[config.mk]
export PLATFORM = sky130hd
export DESIGN_NAME = mem_req_port
export DESIGN_NICKNAME = d
export VERILOG_FILES = /design/src/mem_data_pkg.sv /design/src/mem_ctrl_pkg.sv /design/src/mem_req_port.sv
export VERILOG_INCLUDE_DIRS = /design/src
export SDC_FILE = /design/constraint.sdc
export NUM_CORES = 1
export LEC_CHECK = 0
export ABC_CLOCK_PERIOD_IN_PS = 3700
export BUFFER_PORTS_ARGS = -buffer_cell sky130_fd_sc_hd__buf_2
export CAP_MARGIN = 0
export CORE_MARGIN = 2
export CORE_UTILIZATION = 39
export CTS_BUF_LIST = sky130_fd_sc_hd__clkbuf_4 sky130_fd_sc_hd__clkbuf_8
export CTS_CLUSTER_DIAMETER = 60
export DETAILED_ROUTE_END_ITERATION = 10
export PLACE_DENSITY = 0.85
export SLEW_MARGIN = 20
export SYNTH_ARGS = -nofsm -noshare
export SYNTH_HDL_FRONTEND = slang
export SYNTH_SLANG_ARGS = --single-unit
export TNS_END_PERCENT = 20
[constraint.sdc]
create_clock -name clk_ci -period 3.7 [get_ports clk_ci]
set_input_delay 1.11 -clock clk_ci [delete_from_list [all_inputs] [get_ports clk_ci]]
set_output_delay 1.11 -clock clk_ci [all_outputs]
set_load 0.01 [all_outputs]
[src/mem_settings.svh]
// scratch memory settings: default word width, memory depth and address width
`ifndef MEM_SETTINGS_SVH
`define MEM_SETTINGS_SVH

////////////////////////////////////////////////////////////////////////////
// word geometry
////////////////////////////////////////////////////////////////////////////

// width of one data word in bits
// it is not a multiple of 64, so the last lane is only half used
`define MEM_DATA_WIDTH 96

////////////////////////////////////////////////////////////////////////////
// address space
////////////////////////////////////////////////////////////////////////////

// number of words actually backed by storage
// this stays below the address range, so the upper addresses give an error
`define MEM_NUM_WORDS 200

// width of a word address as seen by the requester
`define MEM_ADDR_WIDTH 8

`endif

[src/mem_data_pkg.sv]
// data package: vector types for words, byte enables, addresses and memory lanes
`include "mem_settings.svh"

package mem_data_pkg;

  ////////////////////////////////////////////////////////////////////////////
  // requester side
  ////////////////////////////////////////////////////////////////////////////

  // one full data word as seen on the external port
  typedef logic [`MEM_DATA_WIDTH-1:0] word_t;

  // one enable per byte of a word, the last byte may be partial
  typedef logic [(`MEM_DATA_WIDTH+7)/8-1:0] be_t;

  // word address, wide enough to reach past the backed depth
  typedef logic [`MEM_ADDR_WIDTH-1:0] addr_t;

  ////////////////////////////////////////////////////////////////////////////
  // storage side
  ////////////////////////////////////////////////////////////////////////////

  // the memory is cut into lanes of 64 bits each
  typedef logic [63:0] lane_t;

  // eight byte enables cover one lane
  typedef logic [7:0] lane_be_t;

endpackage : mem_data_pkg

[src/mem_ctrl_pkg.sv]
// control package: state encodings of the request and response handshake FSMs
package mem_ctrl_pkg;

  // request port FSM
  // idle waits for req, busy holds while the access is in flight,
  // release waits for the response side to finish the handshake
  typedef enum logic [1:0] {
    REQ_IDLE    = 2'b00,
    REQ_BUSY    = 2'b01,
    REQ_RELEASE = 2'b10
  } req_state_e;

  // response port FSM
  // idle waits for data, acked holds ack high until req drops,
  // wait_done lowers ack and tells the request port we are finished
  typedef enum logic [1:0] {
    RESP_IDLE      = 2'b00,
    RESP_ACKED     = 2'b01,
    RESP_WAIT_DONE = 2'b10
  } resp_state_e;

endpackage : mem_ctrl_pkg

[src/mem_req_port.sv]
// request port: captures a four-phase access, checks its range and issues one strobe
`timescale 1ns/10ps
`include "mem_settings.svh"

module mem_req_port #(
  parameter int NUM_WORDS = `MEM_NUM_WORDS
) (
  input  logic                clk_ci,
  input  logic                rst_n_i,
  input  logic                req_i,
  input  logic                we_i,
  input  mem_data_pkg::addr_t addr_i,
  input  mem_data_pkg::word_t wdata_i,
  input  mem_data_pkg::be_t   be_i,
  input  logic                done_i,
  output logic                access_o,
  output logic                we_o,
  output mem_data_pkg::addr_t addr_o,
  output mem_data_pkg::word_t wdata_o,
  output mem_data_pkg::be_t   be_o,
  output logic                range_err_o
);

  import mem_data_pkg::*;
  import mem_ctrl_pkg::*;

  req_state_e state_q;
  req_state_e state_d;
  logic       accept;

  // a request is taken either from idle or straight out of release,
  // in the same cycle done arrives, so back-to-back accesses keep
  // the fixed latency
  assign accept = req_i && ((state_q == REQ_IDLE) ||
                            ((state_q == REQ_RELEASE) && done_i));

  ////////////////////////////////////////////////////////////////////////////
  // handshake FSM
  ////////////////////////////////////////////////////////////////////////////

  always_comb begin : p_next_state
    state_d = state_q;
    case (state_q)
      REQ_IDLE: begin
        if (req_i) begin
          state_d = REQ_BUSY;
        end
      end
      // the requester drops req only after it has seen ack
      REQ_BUSY: begin
        if (!req_i) begin
          state_d = REQ_RELEASE;
        end
      end
      REQ_RELEASE: begin
        if (done_i) begin
          state_d = req_i ? REQ_BUSY : REQ_IDLE;
        end
      end
      default: state_d = REQ_IDLE;
    endcase
  end

  always_ff @(posedge clk_ci or negedge rst_n_i) begin : p_state
    if (!rst_n_i) begin
      state_q     <= REQ_IDLE;
      access_o    <= 1'b0;
      range_err_o <= 1'b0;
    end else begin
      state_q  <= state_d;
      // strobe lasts exactly one cycle per accepted request
      access_o <= accept;
      if (accept) begin
        range_err_o <= (32'(addr_i) >= NUM_WORDS);
      end
    end
  end

  // operands are only meaningful while the strobe is high
  always_ff @(posedge clk_ci) begin : p_operands
    if (accept) begin
      we_o    <= we_i;
      addr_o  <= addr_i;
      wdata_o <= wdata_i;
      be_o    <= be_i;
    end
  end

  ////////////////////////////////////////////////////////////////////////////
  // assertions
  ////////////////////////////////////////////////////////////////////////////

  // one access per handshake, so the strobe can never stretch
  a_single_strobe : assert property (
    @(posedge clk_ci) disable iff (!rst_n_i) access_o |=> !access_o
  ) else $error("access strobe high for two cycles");

endmodule : mem_req_port

==> flow_metrics.py <==
metrics = {
    "sta": {
        "slew_violations": 0,
        "finalCritPeriodShare_pct": 58.8,
        "relSlewSlack_pct": 56.0,
        "setup_viol": 0,
        "hold_violations": 0,
        "fmax_mhz": 459,
        "worst_hold_slack_ns": 0.507,
        "period_needed_ns": 2.18,
        "worst_pin_slew_ns": 0.659,
        "rsz0062_at_grt": "no",
        "skew_ns": 0.00885,
    },
    "clock_network": {
        "cts_buffers": 17,
        "hold_buffers": 0,
        "clkLatencyLatePin_ns": 0.40,
        "cts_tree": "done",
        "cts_resized": 0,
        "htree_levels": 4,
        "ctsRootBufferMaster": "clkbuf_8",
        "cts_sinks": 121,
        "postCtsSetupRepairBufs": 0,
        "clkTransAtPathRegs_ns": 0.06,
        "clockBufferDepth": 2,
    },
    "pwr": {
        "power_mw": 3.17,
        "peakVddDrop_uv": 295,
        "power_density_nw_per_um2": 573,
        "clockPowerShare_pct": 41.2,
        "p_switching_uw": 646,
        "combinationalPowerShare_pct": 7.4,
        "power_frac_seq_pct": 51.4,
        "power.leakage_nw": 2.36,
        "power.share.switching_pct": 20.4,
        "p_int_mw": 2.52,
    },
    "logic_synthesis": {
        "synth_cell_types": 12,
        "synthTopCellsByArea": "edfxtp_1 95%, dfrtp_1 2.7%, nor3b_4 0.51%",
        "synthCells": 131,
        "yosysTopAreaCell": "edfxtp_1",
        "ys_ff_latch": 121,
        "yosys_warnings": 0,
        "avgSynthCellArea_um2": 28.3,
        "yosysSeqAreaShare_pct": 97.5,
        "syn-cell-area_um2": 3700,
        "syn_nets": 252,
        "yosysTopAreaCellShare_pct": 94.8,
    },
    "floorplanning": {
        "start_util_pct": 40.1,
        "fp.dieArea_um2": 10300,
        "fp-row-count": 35,
        "die_y_um": 101,
        "die-width_um": 101,
        "io_pins": 240,
        "coreArea_um2": 9240,
    },
    "finish": {
        "fill_cells": 716,
        "final_cell_mix": "239 x buf_2, 117 x edfxtp_1, 17 x clkbuf_8",
        "final_area_um2": 5530,
        "antenna_cells": 0,
        "num-nets-final": 511,
        "multiInputGateArea_um2": 91.3,
        "layout_commonest_cell": "buf_2",
        "fin_util_pct": 59.9,
        "stdcell_count": 532,
        "seqCellArea_um2": 3610,
        "drive_gt1_share_pct": 68.0,
        "syn2layout_area_growth_pct": 49.3,
    },
    "drt": {
        "routed_wl_mm": 7.97,
        "dr_total_vias": 2282,
        "ant_nets": 0,
        "drt-initial-drc-count": 68,
        "drc_errors": 0,
        "wl_per_cell_um": 15.0,
        "viasPerCell": 4.29,
        "first_pass_iters": 4,
    },
    "grt": {
        "grt_max_degree": 119,
        "track_usage_pct": 15.3,
        "grt_pass1_wl_mm": 11.4,
        "grt_pass1_vias": 2347,
        "grt-ovfl-total": 0,
        "antenna_found_initial": 0,
    },
    "critical_path": {
        "cp_num_buf_inv": 2,
        "critPathKind": "input port to register",
        "r2r_cells": 4,
        "rr_endpoint": "range_err_o",
        "cp_data_required_time_ns": 3.98,
        "crit_path_start_kind": "input port",
        "rrSetupSlack_ns": 1.85,
        "crit_slowest_cell": "buf_12",
        "endpoint_kind": "register",
        "cp_cell_sequence": "buf_2 > nor2b_4 > nor3b_4 > buf_12 > mux2_4",
        "r2r-start": "state_q[1]",
        "crit_fanout": 118,
        "slowest_delay_ns": 0.44,
        "critPathArrivalTime_ns": 2.46,
        "crit_family": "buffers and inverters",
    },
    "place": {
        "hpwl_mm": 5.94,
        "placed_cells": 500,
        "io_buffer_count": 239,
        "place_congestion": 0.690,
        "placed_cell_area_um2": 5080,
    },
    "outcome": {
        "status": "finished clean",
    },
    "run": {
        "max_cap_violations": 0,
    },
    "worst_hold_path": {
        "hold_class": "input port to async pin",
    },
}
[cells in the mapped netlist]
| library cell | instances |
|---|---|
| nor2b_4 | 1 |
| or2b_1 | 1 |
| dfrtp_1 | 4 |
| a21boi_0 | 1 |
| nor3b_4 | 1 |
| nand2b_1 | 1 |
| edfxtp_1 | 117 |
| nor2_1 | 1 |
| mux2_4 | 1 |
| o311a_1 | 1 |
| o21ai_0 | 1 |
| nand2_1 | 1 |
[flip-flops by register name, summed over array words and instances (netlist names)]
signal,flops
wdata_o,96
be_o,12
addr_o,8
state_q,2
access_o,1
range_err_o,1
we_o,1
[power groups by stage]
stage	clock network (mW)	registers [mW]	logic [mW]
after floorplan	0	1.71	0.0389
after global placement	0	1.66	0.231
after detailed placement	0	1.66	0.238
after CTS	1.34	1.63	0.239
after global routing	1.41	1.64	0.256
final	1.31	1.63	0.234
[worst max path at each step]
| stage | end | from | depth (start not counted) |
|---|---|---|---|
| detailed placement | range_err_o | done_i | 5 |
| global route | range_err_o | done_i | 5 |
| finish | range_err_o | done_i | 5 |
| floorplan | range_err_o | done_i | 3 |
| CTS | wdata_o[67] | wdata_o[67] | 1 |
| global placement | range_err_o | done_i | 5 |
[per-stage QoR]
| stage | TNS (ns) | worst slack (ns) |
|---|---|---|
| finish | 0 | 1.52 |
| global route | 0 | 1.53 |
| CTS | 0 | 1.61 |
| detailed placement | 0 | 1.16 |
| global placement | 0 | 1.22 |
| floorplan | -106.76 | -0.976 |
[routing by layer]
layer | GRT usage (%) | up-vias | routed length (µm)
li1 | - | 1049 | -
met4 | 5.61 | 0 | 55
met2 | 26.4 | 144 | 4290
met3 | 7.25 | 4 | 745
met1 | 16.4 | 1085 | 2880
met5 | 0 | - | 0
[logic make-up after synthesis]
| logic type | Yosys count | share of synthesized area (%) |
|---|---|---|
| muxes | 1 | 0.405 |
| AOI/OAI and AO/OA | 3 | 0.608 |
| and+or+nand+nor | 6 | 1.45 |
| DFF | 121 | 97.5 |
[cell type report]
cell class              instances  share of cell area (%)
well taps                     129                    2.92
repair buffers                240                    22.0
multi-input cells              10                    1.65
flip-flops and latches        121                    65.3
clock inverters                13                    3.64
clock buffers                  19                    4.50
Note: power is estimated with default switching activity, not from simulation.
