==> src/mem_settings.svh <==
// scratch memory settings: default word width, memory depth and address width
`ifndef MEM_SETTINGS_SVH
`define MEM_SETTINGS_SVH

////////////////////////////////////////////////////////////////////////////
// word geometry
////////////////////////////////////////////////////////////////////////////

// width of one data word in bits
// it is not a multiple of 64, so the last lane is only half used
`define MEM_DATA_WIDTH 96

////////////////////////////////////////////////////////////////////////////
// address space
////////////////////////////////////////////////////////////////////////////

// number of words actually backed by storage
// this stays below the address range, so the upper addresses give an error
`define MEM_NUM_WORDS 200

// width of a word address as seen by the requester
`define MEM_ADDR_WIDTH 8

`endif

==> src/mem_data_pkg.sv <==
// data package: vector types for words, byte enables, addresses and memory lanes
`include "mem_settings.svh"

package mem_data_pkg;

  ////////////////////////////////////////////////////////////////////////////
  // requester side
  ////////////////////////////////////////////////////////////////////////////

  // one full data word as seen on the external port
  typedef logic [`MEM_DATA_WIDTH-1:0] word_t;

  // one enable per byte of a word, the last byte may be partial
  typedef logic [(`MEM_DATA_WIDTH+7)/8-1:0] be_t;

  // word address, wide enough to reach past the backed depth
  typedef logic [`MEM_ADDR_WIDTH-1:0] addr_t;

  ////////////////////////////////////////////////////////////////////////////
  // storage side
  ////////////////////////////////////////////////////////////////////////////

  // the memory is cut into lanes of 64 bits each
  typedef logic [63:0] lane_t;

  // eight byte enables cover one lane
  typedef logic [7:0] lane_be_t;

endpackage : mem_data_pkg

==> src/mem_ctrl_pkg.sv <==
// control package: state encodings of the request and response handshake FSMs
package mem_ctrl_pkg;

  // request port FSM
  // idle waits for req, busy holds while the access is in flight,
  // release waits for the response side to finish the handshake
  typedef enum logic [1:0] {
    REQ_IDLE    = 2'b00,
    REQ_BUSY    = 2'b01,
    REQ_RELEASE = 2'b10
  } req_state_e;

  // response port FSM
  // idle waits for data, acked holds ack high until req drops,
  // wait_done lowers ack and tells the request port we are finished
  typedef enum logic [1:0] {
    RESP_IDLE      = 2'b00,
    RESP_ACKED     = 2'b01,
    RESP_WAIT_DONE = 2'b10
  } resp_state_e;

endpackage : mem_ctrl_pkg

==> src/mem_resp_port.sv <==
// response port: returns read data or an error flag and completes the four-phase handshake
`timescale 1ns/10ps

module mem_resp_port (
  input  logic                clk_ci,
  input  logic                rst_n_i,
  input  logic                access_i,
  input  logic                range_err_i,
  input  mem_data_pkg::word_t rdata_i,
  input  logic                req_i,
  output logic                ack_o,
  output logic                err_o,
  output mem_data_pkg::word_t rdata_o,
  output logic                done_o
);

  import mem_data_pkg::*;
  import mem_ctrl_pkg::*;

  resp_state_e state_q;
  logic        access_q;
  logic        range_err_q;
  logic        load_q;

  ////////////////////////////////////////////////////////////////////////////
  // data path
  ////////////////////////////////////////////////////////////////////////////

  // the strobe is delayed by one cycle so it meets the memory output
  // and load_q then marks the cycle in which the response data is settled
  always_ff @(posedge clk_ci or negedge rst_n_i) begin : p_align
    if (!rst_n_i) begin
      access_q    <= 1'b0;
      range_err_q <= 1'b0;
      load_q      <= 1'b0;
      rdata_o     <= '0;
      err_o       <= 1'b0;
    end else begin
      access_q    <= access_i;
      range_err_q <= range_err_i;
      load_q      <= access_q;
      if (access_q) begin
        // the memory was not selected on a range error so its output is stale
        rdata_o <= range_err_q ? word_t'(0) : rdata_i;
        err_o   <= range_err_q;
      end
    end
  end

  ////////////////////////////////////////////////////////////////////////////
  // handshake FSM
  ////////////////////////////////////////////////////////////////////////////

  always_ff @(posedge clk_ci or negedge rst_n_i) begin : p_fsm
    if (!rst_n_i) begin
      state_q <= RESP_IDLE;
      ack_o   <= 1'b0;
      done_o  <= 1'b0;
    end else begin
      // done is a single-cycle pulse
      done_o <= 1'b0;
      case (state_q)
        RESP_IDLE: begin
          if (load_q) begin
            ack_o   <= 1'b1;
            state_q <= RESP_ACKED;
          end
        end
        // hold ack until the requester has taken the data
        RESP_ACKED: begin
          if (!req_i) begin
            state_q <= RESP_WAIT_DONE;
          end
        end
        // ack falls here and the request port is released in the same edge
        RESP_WAIT_DONE: begin
          ack_o   <= 1'b0;
          done_o  <= 1'b1;
          state_q <= RESP_IDLE;
        end
        default: state_q <= RESP_IDLE;
      endcase
    end
  end

  ////////////////////////////////////////////////////////////////////////////
  // assertions
  ////////////////////////////////////////////////////////////////////////////

  // ack may only rise while req is still held at the edge that raises it
  a_ack_needs_req : assert property (
    @(posedge clk_ci) disable iff (!rst_n_i) $rose(ack_o) |-> $past(req_i)
  ) else $error("ack raised without a pending request");

endmodule : mem_resp_port

==> config.mk <==
export PLATFORM = sky130hd
export DESIGN_NAME = mem_resp_port
export DESIGN_NICKNAME = d
export VERILOG_FILES = /design/src/mem_data_pkg.sv /design/src/mem_ctrl_pkg.sv /design/src/mem_resp_port.sv
export VERILOG_INCLUDE_DIRS = /design/src
export SDC_FILE = /design/constraint.sdc
export NUM_CORES = 1
export LEC_CHECK = 0
export CAP_MARGIN = 20
export CORE_MARGIN = 3
export CORE_UTILIZATION = 60
export CTS_BUF_LIST = sky130_fd_sc_hd__clkbuf_4 sky130_fd_sc_hd__clkbuf_8 sky130_fd_sc_hd__clkbuf_16
export DETAILED_ROUTE_END_ITERATION = 8
export DONT_BUFFER_PORTS = 1
export PLACE_DENSITY = 0.76
export SYNTH_ARGS = -nofsm -noshare
export SYNTH_HDL_FRONTEND = slang
export SYNTH_SLANG_ARGS = --single-unit
==> constraint.sdc <==
create_clock -name clk_ci -period 1.3 [get_ports clk_ci]
set_input_delay 0.065 -clock clk_ci [delete_from_list [all_inputs] [get_ports clk_ci]]
set_output_delay 0.065 -clock clk_ci [all_outputs]
set_load 0.03 [all_outputs]
==> metrics.json, run 1 <==
{
  "run_status": "finished with violations",
  "failed_checks": "hold timing",
  "grt_setup_unrepaired": "false",
  "grt_max_degree": 105,
  "via_count_of_the_first_global_routing_pass": 4032,
  "die_span_x_um": 91.8,
  "number_of_detailed_route_iterations_in_the_first_pass": 4,
  "initial_standard_cell_utilization_of_the_core_pct": 63.3,
  "final.setup_skew_ns": 0.00840,
  "track_usage_pct": 30.2,
  "wirelength_met1_um": 4640,
  "totalNegativeSetupSlack_ns": 0,
  "synth_top_area_cell": "sky130_fd_sc_hd__dfrtp_1",
  "fp.dieH_um": 91.8,
  "cts-resized-gates": 0,
  "routed.top_layer": "met4",
  "num_io_pins": 200,
  "cts.root.buffer_cell": "sky130_fd_sc_hd__clkbuf_8",
  "final-seq-area_sq_mm": 0.00261,
  "post_route_cells_drive_above_1_share_pct": 12.8,
  "finalCritPeriodShare_pct": 94.3,
  "cts_hold_buf": 99,
  "post_layout_min_period_ns": 1.23,
  "holdWs_ns": -0.603,
  "globalplace.congestion": 0.721,
  "power.ir.vdd_worst_mv": 0.737,
  "detailroute.wirelength.met2_um": 6180,
  "synth-warning-count": 0,
  "timing.final.setup_violations": 0,
  "drc_errors": 0,
  "worst_r2r_path_depth": 2,
  "clock_sinks": 104,
  "synth_area_per_cell_sq_um": 10.3,
  "synth.ff_latch_count": 104,
  "global_route_wire_length_before_repair_um": 20000,
  "crit_type": "reg -> reg",
  "antenna_found_initial": 1,
  "postCtsSetupRepairBufs": 0,
  "synth_nets": 532,
  "drt_first_iter_violations": 170,
  "clock_insertion_delay_worst_skew_ns": 0.34,
  "worstPathRequired_ns": 1.53,
  "tritoncts.num_buffers": 9,
  "final_hold_vio_count": 104,
  "fin_nets": 667,
  "worstSetupEndpointType": "register",
  "fmax_mhz": 816,
  "number_of_placement_rows": 30,
  "route.detailed.vias_per_inst": 5.46,
  "detailroute.wirelength.met3_um": 935,
  "number_of_enable_flip_flop_cells_after_synthesis": 0,
  "holdCritPathClass": "in -> async",
  "num_vias": 3635,
  "non_filler_cells_in_the_finished_layout": 666,
  "synth_area_sq_mm": 0.00442,
  "design.core.area_sq_mm": 0.00698,
  "n_fill_cell": 354,
  "worstPathMaxFanout": 65,
  "routed_wirelength_um": 12300,
  "timing.max_slew.rel_slack_pct": 76.0,
  "max-cap-violations": 0,
  "yosysSeqAreaShare_pct": 58.9,
  "post-place-cells": 552,
  "routedWlPerCell_um": 18.5,
  "area_grow_syn2layout_pct": 34.8,
  "grt-ovfl-total": 0,
  "port-buffer-count": 0,
  "post_synth_main_area_contributors": "sky130_fd_sc_hd__dfrtp_1 59%, sky130_fd_sc_hd__nand3b_1 16%, sky130_fd_sc_hd__inv_1 8.2%",
  "synth_async_sr_flop_share_pct": 100,
  "cts_tree": "built",
  "final_antenna_net_count": 0,
  "synth_top_flop_cell": "sky130_fd_sc_hd__dfrtp_1",
  "number_of_unique_standard_cell_types_used_by_synthesis": 15,
  "detailed_placer_s_ending_hpwl_um": 6570,
  "cts.reportedPaths.clkPinSlew_ns": 0.10,
  "htree_num_levels": 3,
  "p_per_area_mw_per_mm2": 1180,
  "yosys.cell_count.top_type": "sky130_fd_sc_hd__dfrtp_1",
  "max-clock-path-buffers": 2,
  "worst-slew-pin-transition_ns": 0.361,
  "power_leakage_uw": 0.00270,
  "multi_input_comb_area_sq_mm": 0.00125,
  "synthCells": 431,
  "critical_path.startpoint_type": "register",
  "slew_viol_final": 0,
  "synth_top_cells_by_count": "104 x sky130_fd_sc_hd__dfrtp_1, 97 x sky130_fd_sc_hd__inv_1, 96 x sky130_fd_sc_hd__nand3b_1",
  "design.die.area_sq_mm": 0.00843,
  "cp_data_arrival_time_ns": 1.46,
  "synth_top_area_share_pct": 58.9
}
-- final timing paths --
| check | slack [ns] | endpoint | startpoint |
|---|---|---|---|
| max in group asynchronous | 1.73 | range_err_q | rst_n_i |
| hold reg to reg | 0.46 | state_q[0] | state_q[1] |
| setup reg to reg | 0.07 | err_o | access_q |
| min in group clk_ci | 0.27 | range_err_q | range_err_i |
| hold / removal | -0.60 | rdata_o[69] | rst_n_i |
| setup / recovery | 0.07 | err_o | access_q |
-- critical path: stages (launching register included) --
cell and delay [ns]:
sky130_fd_sc_hd__dfrtp_4 0.47, sky130_fd_sc_hd__buf_12 0.25, sky130_fd_sc_hd__mux2_2 0.37
-- flip-flops by register name (all words and copies together) (netlist names) --
register and count:
range_err_q 1, state_q 2, access_q 1, rdata_o 96
err_o 1, done_o 1, ack_o 1, load_q 1
-- kinds of logic (layout without fill, tap and decap cells) --
kind of cell,after synthesis,count (layout),synth area share (%)
mux,1,1,0.255
simple gates,100,100,16.9
compound gates,98,98,11.1
flops,104,104,58.9
other cells,0,1,0
buf+inv,128,266,12.9
-- cell usage in the layout (no fill, tap or decap), drive strengths merged --
cell type / instances
nor3b: 1
clkbuf: 11
clkinv: 1
dlygate4sd3: 99
nand2b: 1
diode: 1
nand3b: 96
nor2b: 1
a21oi: 2
dfrtp: 104
clkinvlp: 2
buf: 56
mux2: 1
nand2: 1
inv: 97
o21ai: 96
-- per-stage QoR --
stage               power, uW  instance area [sq um]  hold slack (ns)  utilization [%]  worst slack (ns)
floorplan                4640                   4420           -0.231                -             0.268
global placement         4930                   4800           -0.227             68.7             0.132
detailed placement       4970                   4800           -0.227             68.7             0.104
CTS                      6950                   5950           -0.620             85.3            0.0901
global route             7290                   5950           -0.641             85.3            0.0358
finish                   7010                   5950           -0.603             85.3            0.0738
-- per-layer routing --
layer  GRT usage (%)  vias up
li1                -     1644
met1            34.4     1764
met2            50.5      175
met3            8.78       52
met4            17.5        0
met5               0        -
-- where the power goes --
part / total (uW) / switching, uW / internal [uW]
Sequential: 3950 / 442 / 3500
Combinational: 1270 / 705 / 567
Clock: 1790 / 1040 / 749
-- area by class of cell --
cell class              instances  share of cell area (%)
flip-flops and latches        104                    43.8
repair buffers                155                    24.3
multi-input cells             199                    20.9
inverters                      97                    6.11
clock buffers                  11                    2.44
well taps                      96                    2.02
clock inverters                 3                   0.336
diodes                          1                  0.0420
Power figures use the tool's default switching activity.
==> run 2: changes to the inputs <==
--- a/config.mk
+++ b/config.mk
@@ -9,7 +9,6 @@
 export CAP_MARGIN = 20
 export CORE_MARGIN = 3
 export CORE_UTILIZATION = 60
-export CTS_BUF_LIST = sky130_fd_sc_hd__clkbuf_4 sky130_fd_sc_hd__clkbuf_8 sky130_fd_sc_hd__clkbuf_16
 export DETAILED_ROUTE_END_ITERATION = 8
 export DONT_BUFFER_PORTS = 1
 export PLACE_DENSITY = 0.76
==> metrics.json, run 2 (same netlist as run 1, synthesis figures left out) <==
{
  "run_status": "finished with violations",
  "failed_checks": "hold timing",
  "most-common-layout-cells": "102 x sky130_fd_sc_hd__dfrtp_1, 99 x sky130_fd_sc_hd__dlygate4sd3_1, 97 x sky130_fd_sc_hd__inv_1",
  "route.detailed.vias_per_inst": 5.51,
  "via_count_of_the_first_global_routing_pass": 4021,
  "power_leakage_uw": 0.00269,
  "post-route-util_pct": 85.2,
  "critical_path.startpoint_type": "register",
  "drt_first_iter_violations": 207,
  "largest_register_ff_count": 96,
  "globalplace.congestion": 0.721,
  "track_usage_pct": 30.2,
  "post-place-cells": 552,
  "cts-resized-gates": 0,
  "timing.max_slew.rel_slack_pct": 76.0,
  "holdWs_ns": -0.607,
  "power.ir.vdd_worst_mv": 0.738,
  "clock_insertion_delay_worst_skew_ns": 0.35,
  "num_vias": 3670,
  "number_of_detailed_route_iterations_in_the_first_pass": 4,
  "grt_setup_unrepaired": "false",
  "layout_top_registers": "rdata_o (96), state_q (2)",
  "die_span_x_um": 91.8,
  "routedWlPerCell_um": 18.5,
  "n_fill_cell": 356,
  "holdCritPathClass": "in -> async",
  "fin_total_pwr_uw": 6980,
  "top_register": "rdata_o",
  "worst-slew-pin-transition_ns": 0.360,
  "fmax_mhz": 818,
  "global_route_wire_length_before_repair_um": 20000,
  "cts.root.buffer_cell": "sky130_fd_sc_hd__clkbuf_8",
  "clock_sinks": 104,
  "fp.dieH_um": 91.8,
  "final_antenna_net_count": 0,
  "totalNegativeSetupSlack_ns": 0,
  "max-clock-path-buffers": 2,
  "non_filler_cells_in_the_finished_layout": 666,
  "timing.critical_path.max_delay_family": "flip-flops",
  "cp_slowest_stage_delay_ns": 0.47,
  "final_hold_vio_count": 104,
  "drc_errors": 0,
  "wirelength_met1_um": 4460,
  "crit_cells": 2,
  "detailed_placer_s_ending_hpwl_um": 6570,
  "finalCritPeriodShare_pct": 94.0,
  "fin_nets": 667,
  "p_per_area_mw_per_mm2": 1170,
  "cp_data_arrival_time_ns": 1.45,
  "slew_viol_final": 0,
  "number_of_placement_rows": 30,
  "timing.final.setup_violations": 0,
  "worstPathRequired_ns": 1.53,
  "worstPathMaxFanout": 65,
  "worst_r2r_path_depth": 2,
  "final-seq-area_sq_mm": 0.00261,
  "routed_wirelength_um": 12300,
  "detailroute.wirelength.met3_um": 1010,
  "area_grow_syn2layout_pct": 34.7,
  "final.setup_skew_ns": 0.00816,
  "max-cap-violations": 0,
  "antenna_found_initial": 1,
  "grt_max_degree": 105,
  "htree_num_levels": 3,
  "worstSetupEndpointType": "register",
  "num_io_pins": 200,
  "cp_cell_sequence": "buf_12 -> mux2_2",
  "post_route_cells_drive_above_1_share_pct": 12.7,
  "grt-ovfl-total": 0,
  "tritoncts.num_buffers": 9,
  "post-route-cell-area_sq_mm": 0.00595,
  "cts.reportedPaths.clkPinSlew_ns": 0.10,
  "critPathSlowestCell": "sky130_fd_sc_hd__dfrtp_4",
  "port-buffer-count": 0,
  "multi_input_comb_area_sq_mm": 0.00125,
  "cts_tree": "built",
  "postCtsSetupRepairBufs": 0,
  "cts_hold_buf": 99,
  "post_layout_min_period_ns": 1.22,
  "placement.cell_area_sq_mm": 0.00480,
  "layout_commonest_cell": "sky130_fd_sc_hd__dfrtp_1",
  "crit_type": "reg -> reg",
  "routed.top_layer": "met4",
  "design.core.area_sq_mm": 0.00698,
  "detailroute.wirelength.met2_um": 6240,
  "initial_standard_cell_utilization_of_the_core_pct": 63.3,
  "design.die.area_sq_mm": 0.00843,
  "critical_path.n_buffers_inverters": 1
}
==> run 2: cell counts in the layout (fill, tap and decap cells not counted) <==
No cell type changed its count.
==> run 2: final cells by class <==
type,instances,area share [%]
clock buffer,11,2.38
timing repair buffer,155,24.3
sequential,104,43.8
inverter,97,6.12
antenna,1,0.0421
clock inverter,3,0.336
multi-input combinational,199,20.9
tap,96,2.02
==> run 2: power by group <==
part | total, uW | switching, uW | internal, uW
Sequential | 3940 | 441 | 3500
Clock | 1770 | 1040 | 728
Combinational | 1270 | 704 | 567
==> run 2: per-layer routing <==
| layer | GRT usage, % | up-vias |
|---|---|---|
| met5 | 0 | - |
| met4 | 17.1 | 0 |
| met3 | 8.70 | 51 |
| met2 | 50.7 | 195 |
| met1 | 34.4 | 1783 |
| li1 | - | 1641 |
==> run 2: worst paths after layout <==
path,from,endpoint,slack [ns]
setup / recovery,access_q,err_o,0.08
hold / removal,rst_n_i,rdata_o[69],-0.61
setup reg to reg,access_q,err_o,0.08
hold reg to reg,state_q[1],state_q[0],0.46
max in group asynchronous,rst_n_i,range_err_q,1.75
min in group clk_ci,range_err_i,range_err_q,0.27
==> run 2: through the flow <==
stage / setup slack [ns] / hold slack [ns]
floorplan: 0.268 / -0.231
global placement: 0.132 / -0.227
detailed placement: 0.104 / -0.227
CTS: 0.0901 / -0.620
global route: 0.0358 / -0.641
finish: 0.0780 / -0.607
==> run 3: changes to the inputs <==
--- a/config.mk
+++ b/config.mk
@@ -7,11 +7,13 @@
 export NUM_CORES = 1
 export LEC_CHECK = 0
 export CAP_MARGIN = 20
+export CELL_PAD_IN_SITES_DETAIL_PLACEMENT = 1
+export CELL_PAD_IN_SITES_GLOBAL_PLACEMENT = 2
 export CORE_MARGIN = 3
-export CORE_UTILIZATION = 60
+export CORE_UTILIZATION = 36
 export DETAILED_ROUTE_END_ITERATION = 8
 export DONT_BUFFER_PORTS = 1
-export PLACE_DENSITY = 0.76
+export PLACE_DENSITY_LB_ADDON = 0.1
 export SYNTH_ARGS = -nofsm -noshare
 export SYNTH_HDL_FRONTEND = slang
 export SYNTH_SLANG_ARGS = --single-unit
==> metrics.json, run 3 (same netlist as run 1, synthesis figures left out) <==
{
  "run_status": "finished with violations",
  "globalplace.congestion": 0.699,
  "finalCritPeriodShare_pct": 91.4,
  "antenna_found_initial": 0,
  "final.setup_skew_ns": 0.00443,
  "holdWs_ns": -0.578,
  "postCtsSetupRepairBufs": 0,
  "diodes": 0,
  "largest_register_ff_count": 96,
  "cts_hold_buf": 99,
  "worstPathRequired_ns": 1.56,
  "post-route-util_pct": 53.8,
  "critical_path.startpoint_type": "register",
  "holdCritPathClass": "in -> async",
  "routedWlPerCell_um": 17.2,
  "max-clock-path-buffers": 2,
  "final_hold_vio_count": 104,
  "detailroute.wirelength.met3_um": 913,
  "final_antenna_net_count": 0,
  "routed_wirelength_um": 12700,
  "power.ir.vdd_worst_mv": 0.672,
  "max-cap-violations": 0,
  "n_fill_cell": 1248,
  "design.die.area_sq_mm": 0.0136,
  "post_layout_min_period_ns": 1.19,
  "worstSetupEndpointType": "register",
  "htree_num_levels": 3,
  "tritoncts.num_buffers": 9,
  "grt-ovfl-total": 0,
  "layout_commonest_cell": "sky130_fd_sc_hd__dfrtp_1",
  "via_count_of_the_first_global_routing_pass": 3898,
  "initial_standard_cell_utilization_of_the_core_pct": 37.7,
  "fin_nets": 689,
  "failed_checks": "hold timing",
  "cp_data_arrival_time_ns": 1.45,
  "top_register": "rdata_o",
  "clock_insertion_delay_worst_skew_ns": 0.34,
  "most-common-layout-cells": "102 x sky130_fd_sc_hd__dfrtp_1, 99 x sky130_fd_sc_hd__dlygate4sd3_1, 97 x sky130_fd_sc_hd__inv_1",
  "routed.top_layer": "met4",
  "global_route_wire_length_before_repair_um": 19700,
  "clock_sinks": 104,
  "totalNegativeSetupSlack_ns": 0,
  "wirelength_met1_um": 5030,
  "num_io_pins": 200,
  "timing.max_slew.rel_slack_pct": 74.4,
  "fmax_mhz": 842,
  "port-buffer-count": 0,
  "power_leakage_uw": 0.00288,
  "timing.final.setup_violations": 0,
  "worst-slew-pin-transition_ns": 0.383,
  "grt_max_degree": 105,
  "cts_tree": "built",
  "cts.reportedPaths.clkPinSlew_ns": 0.07,
  "post_route_cells_drive_above_1_share_pct": 16.0,
  "number_of_detailed_route_iterations_in_the_first_pass": 9,
  "detailed_placer_s_ending_hpwl_um": 7710,
  "number_of_placement_rows": 39,
  "track_usage_pct": 18.5,
  "design.core.area_sq_mm": 0.0117,
  "p_per_area_mw_per_mm2": 1270,
  "drc_errors": 0,
  "slew_viol_final": 0,
  "die_span_x_um": 117,
  "grt_setup_unrepaired": "false",
  "drt_first_iter_violations": 164,
  "crit_type": "reg -> reg",
  "fp.dieH_um": 117,
  "worstPathMaxFanout": 42,
  "detailroute.wirelength.met2_um": 6500,
  "num_vias": 3595,
  "route.detailed.vias_per_inst": 4.88,
  "layout_top_registers": "rdata_o (96), state_q (2)",
  "area_grow_syn2layout_pct": 42.7,
  "cts.root.buffer_cell": "sky130_fd_sc_hd__clkbuf_16"
}
run 3: changes by cell type in the layout (fill, tap and decap cells not counted):
cell,previous run,this run
sky130_fd_sc_hd__buf_4,53,75
sky130_fd_sc_hd__clkbuf_16,0,9
sky130_fd_sc_hd__clkbuf_8,10,2
sky130_fd_sc_hd__clkinvlp_4,2,0
sky130_fd_sc_hd__buf_12,3,2
sky130_fd_sc_hd__buf_6,0,1
sky130_fd_sc_hd__bufinv_16,0,1
sky130_fd_sc_hd__clkbuf_1,1,2
sky130_fd_sc_hd__clkinv_2,1,2
sky130_fd_sc_hd__diode_2,1,0
run 3: path summary, 6_finish.rpt:
path,from,to,slack [ns],depth (start not counted)
worst max-delay path,access_q,rdata_o[52],0.11,3
worst min-delay path,rst_n_i,rdata_o[64],-0.58,0
worst max register to register,access_q,rdata_o[52],0.11,3
worst min register to register,state_q[1],state_q[0],0.46,1
max in group asynchronous,rst_n_i,range_err_q,1.75,0
min in group clk_ci,range_err_i,range_err_q,0.31,1
run 3: cell type report:
cell class / count / area, sq um / share of cell area, %
Sequential cell: 104 / 2610 / 41.4
Multi-Input combinational cell: 199 / 1250 / 19.8
Tap cell: 143 / 179 / 2.84
Timing Repair Buffer: 177 / 1610 / 25.5
Clock inverter: 3 / 40.0 / 0.635
Clock buffer: 13 / 260 / 4.13
Inverter: 97 / 364 / 5.78
run 3: what timing repair did:
action | CTS | global route
gates resized for setup | 0 | 1
hold endpoints to repair | 204 | 104
setup endpoints to repair | 0 | 1
run 3: through the flow:
stage	area [sq um]	instances	setup slack, ns	power [uW]
after floorplan	4420	431	0.268	4640
after global placement	5010	621	0.182	5030
after detailed placement	5010	621	0.121	5060
after CTS	6300	736	0.111	8100
after global routing	6300	736	0.00961	8420
final	6300	736	0.112	8020
run 3: worst max-delay path, stage by stage, from the launching register on:
cell and delay [ns]:
sky130_fd_sc_hd__dfrtp_4 0.48, sky130_fd_sc_hd__buf_4 0.37, sky130_fd_sc_hd__nand3b_1 0.14, sky130_fd_sc_hd__o21ai_1 0.11
run 3: layer usage:
layer  up-vias  global-route usage (%)
li1       1692                       -
met2       124                    32.5
met4         0                    6.88
met3        17                    5.19
met1      1762                    21.4
met5         -                       0
run 3: power by group:
| part | internal, uW | switching [uW] |
|---|---|---|
| logic | 626 | 793 |
| registers | 3510 | 335 |
| clock network | 1600 | 1160 |
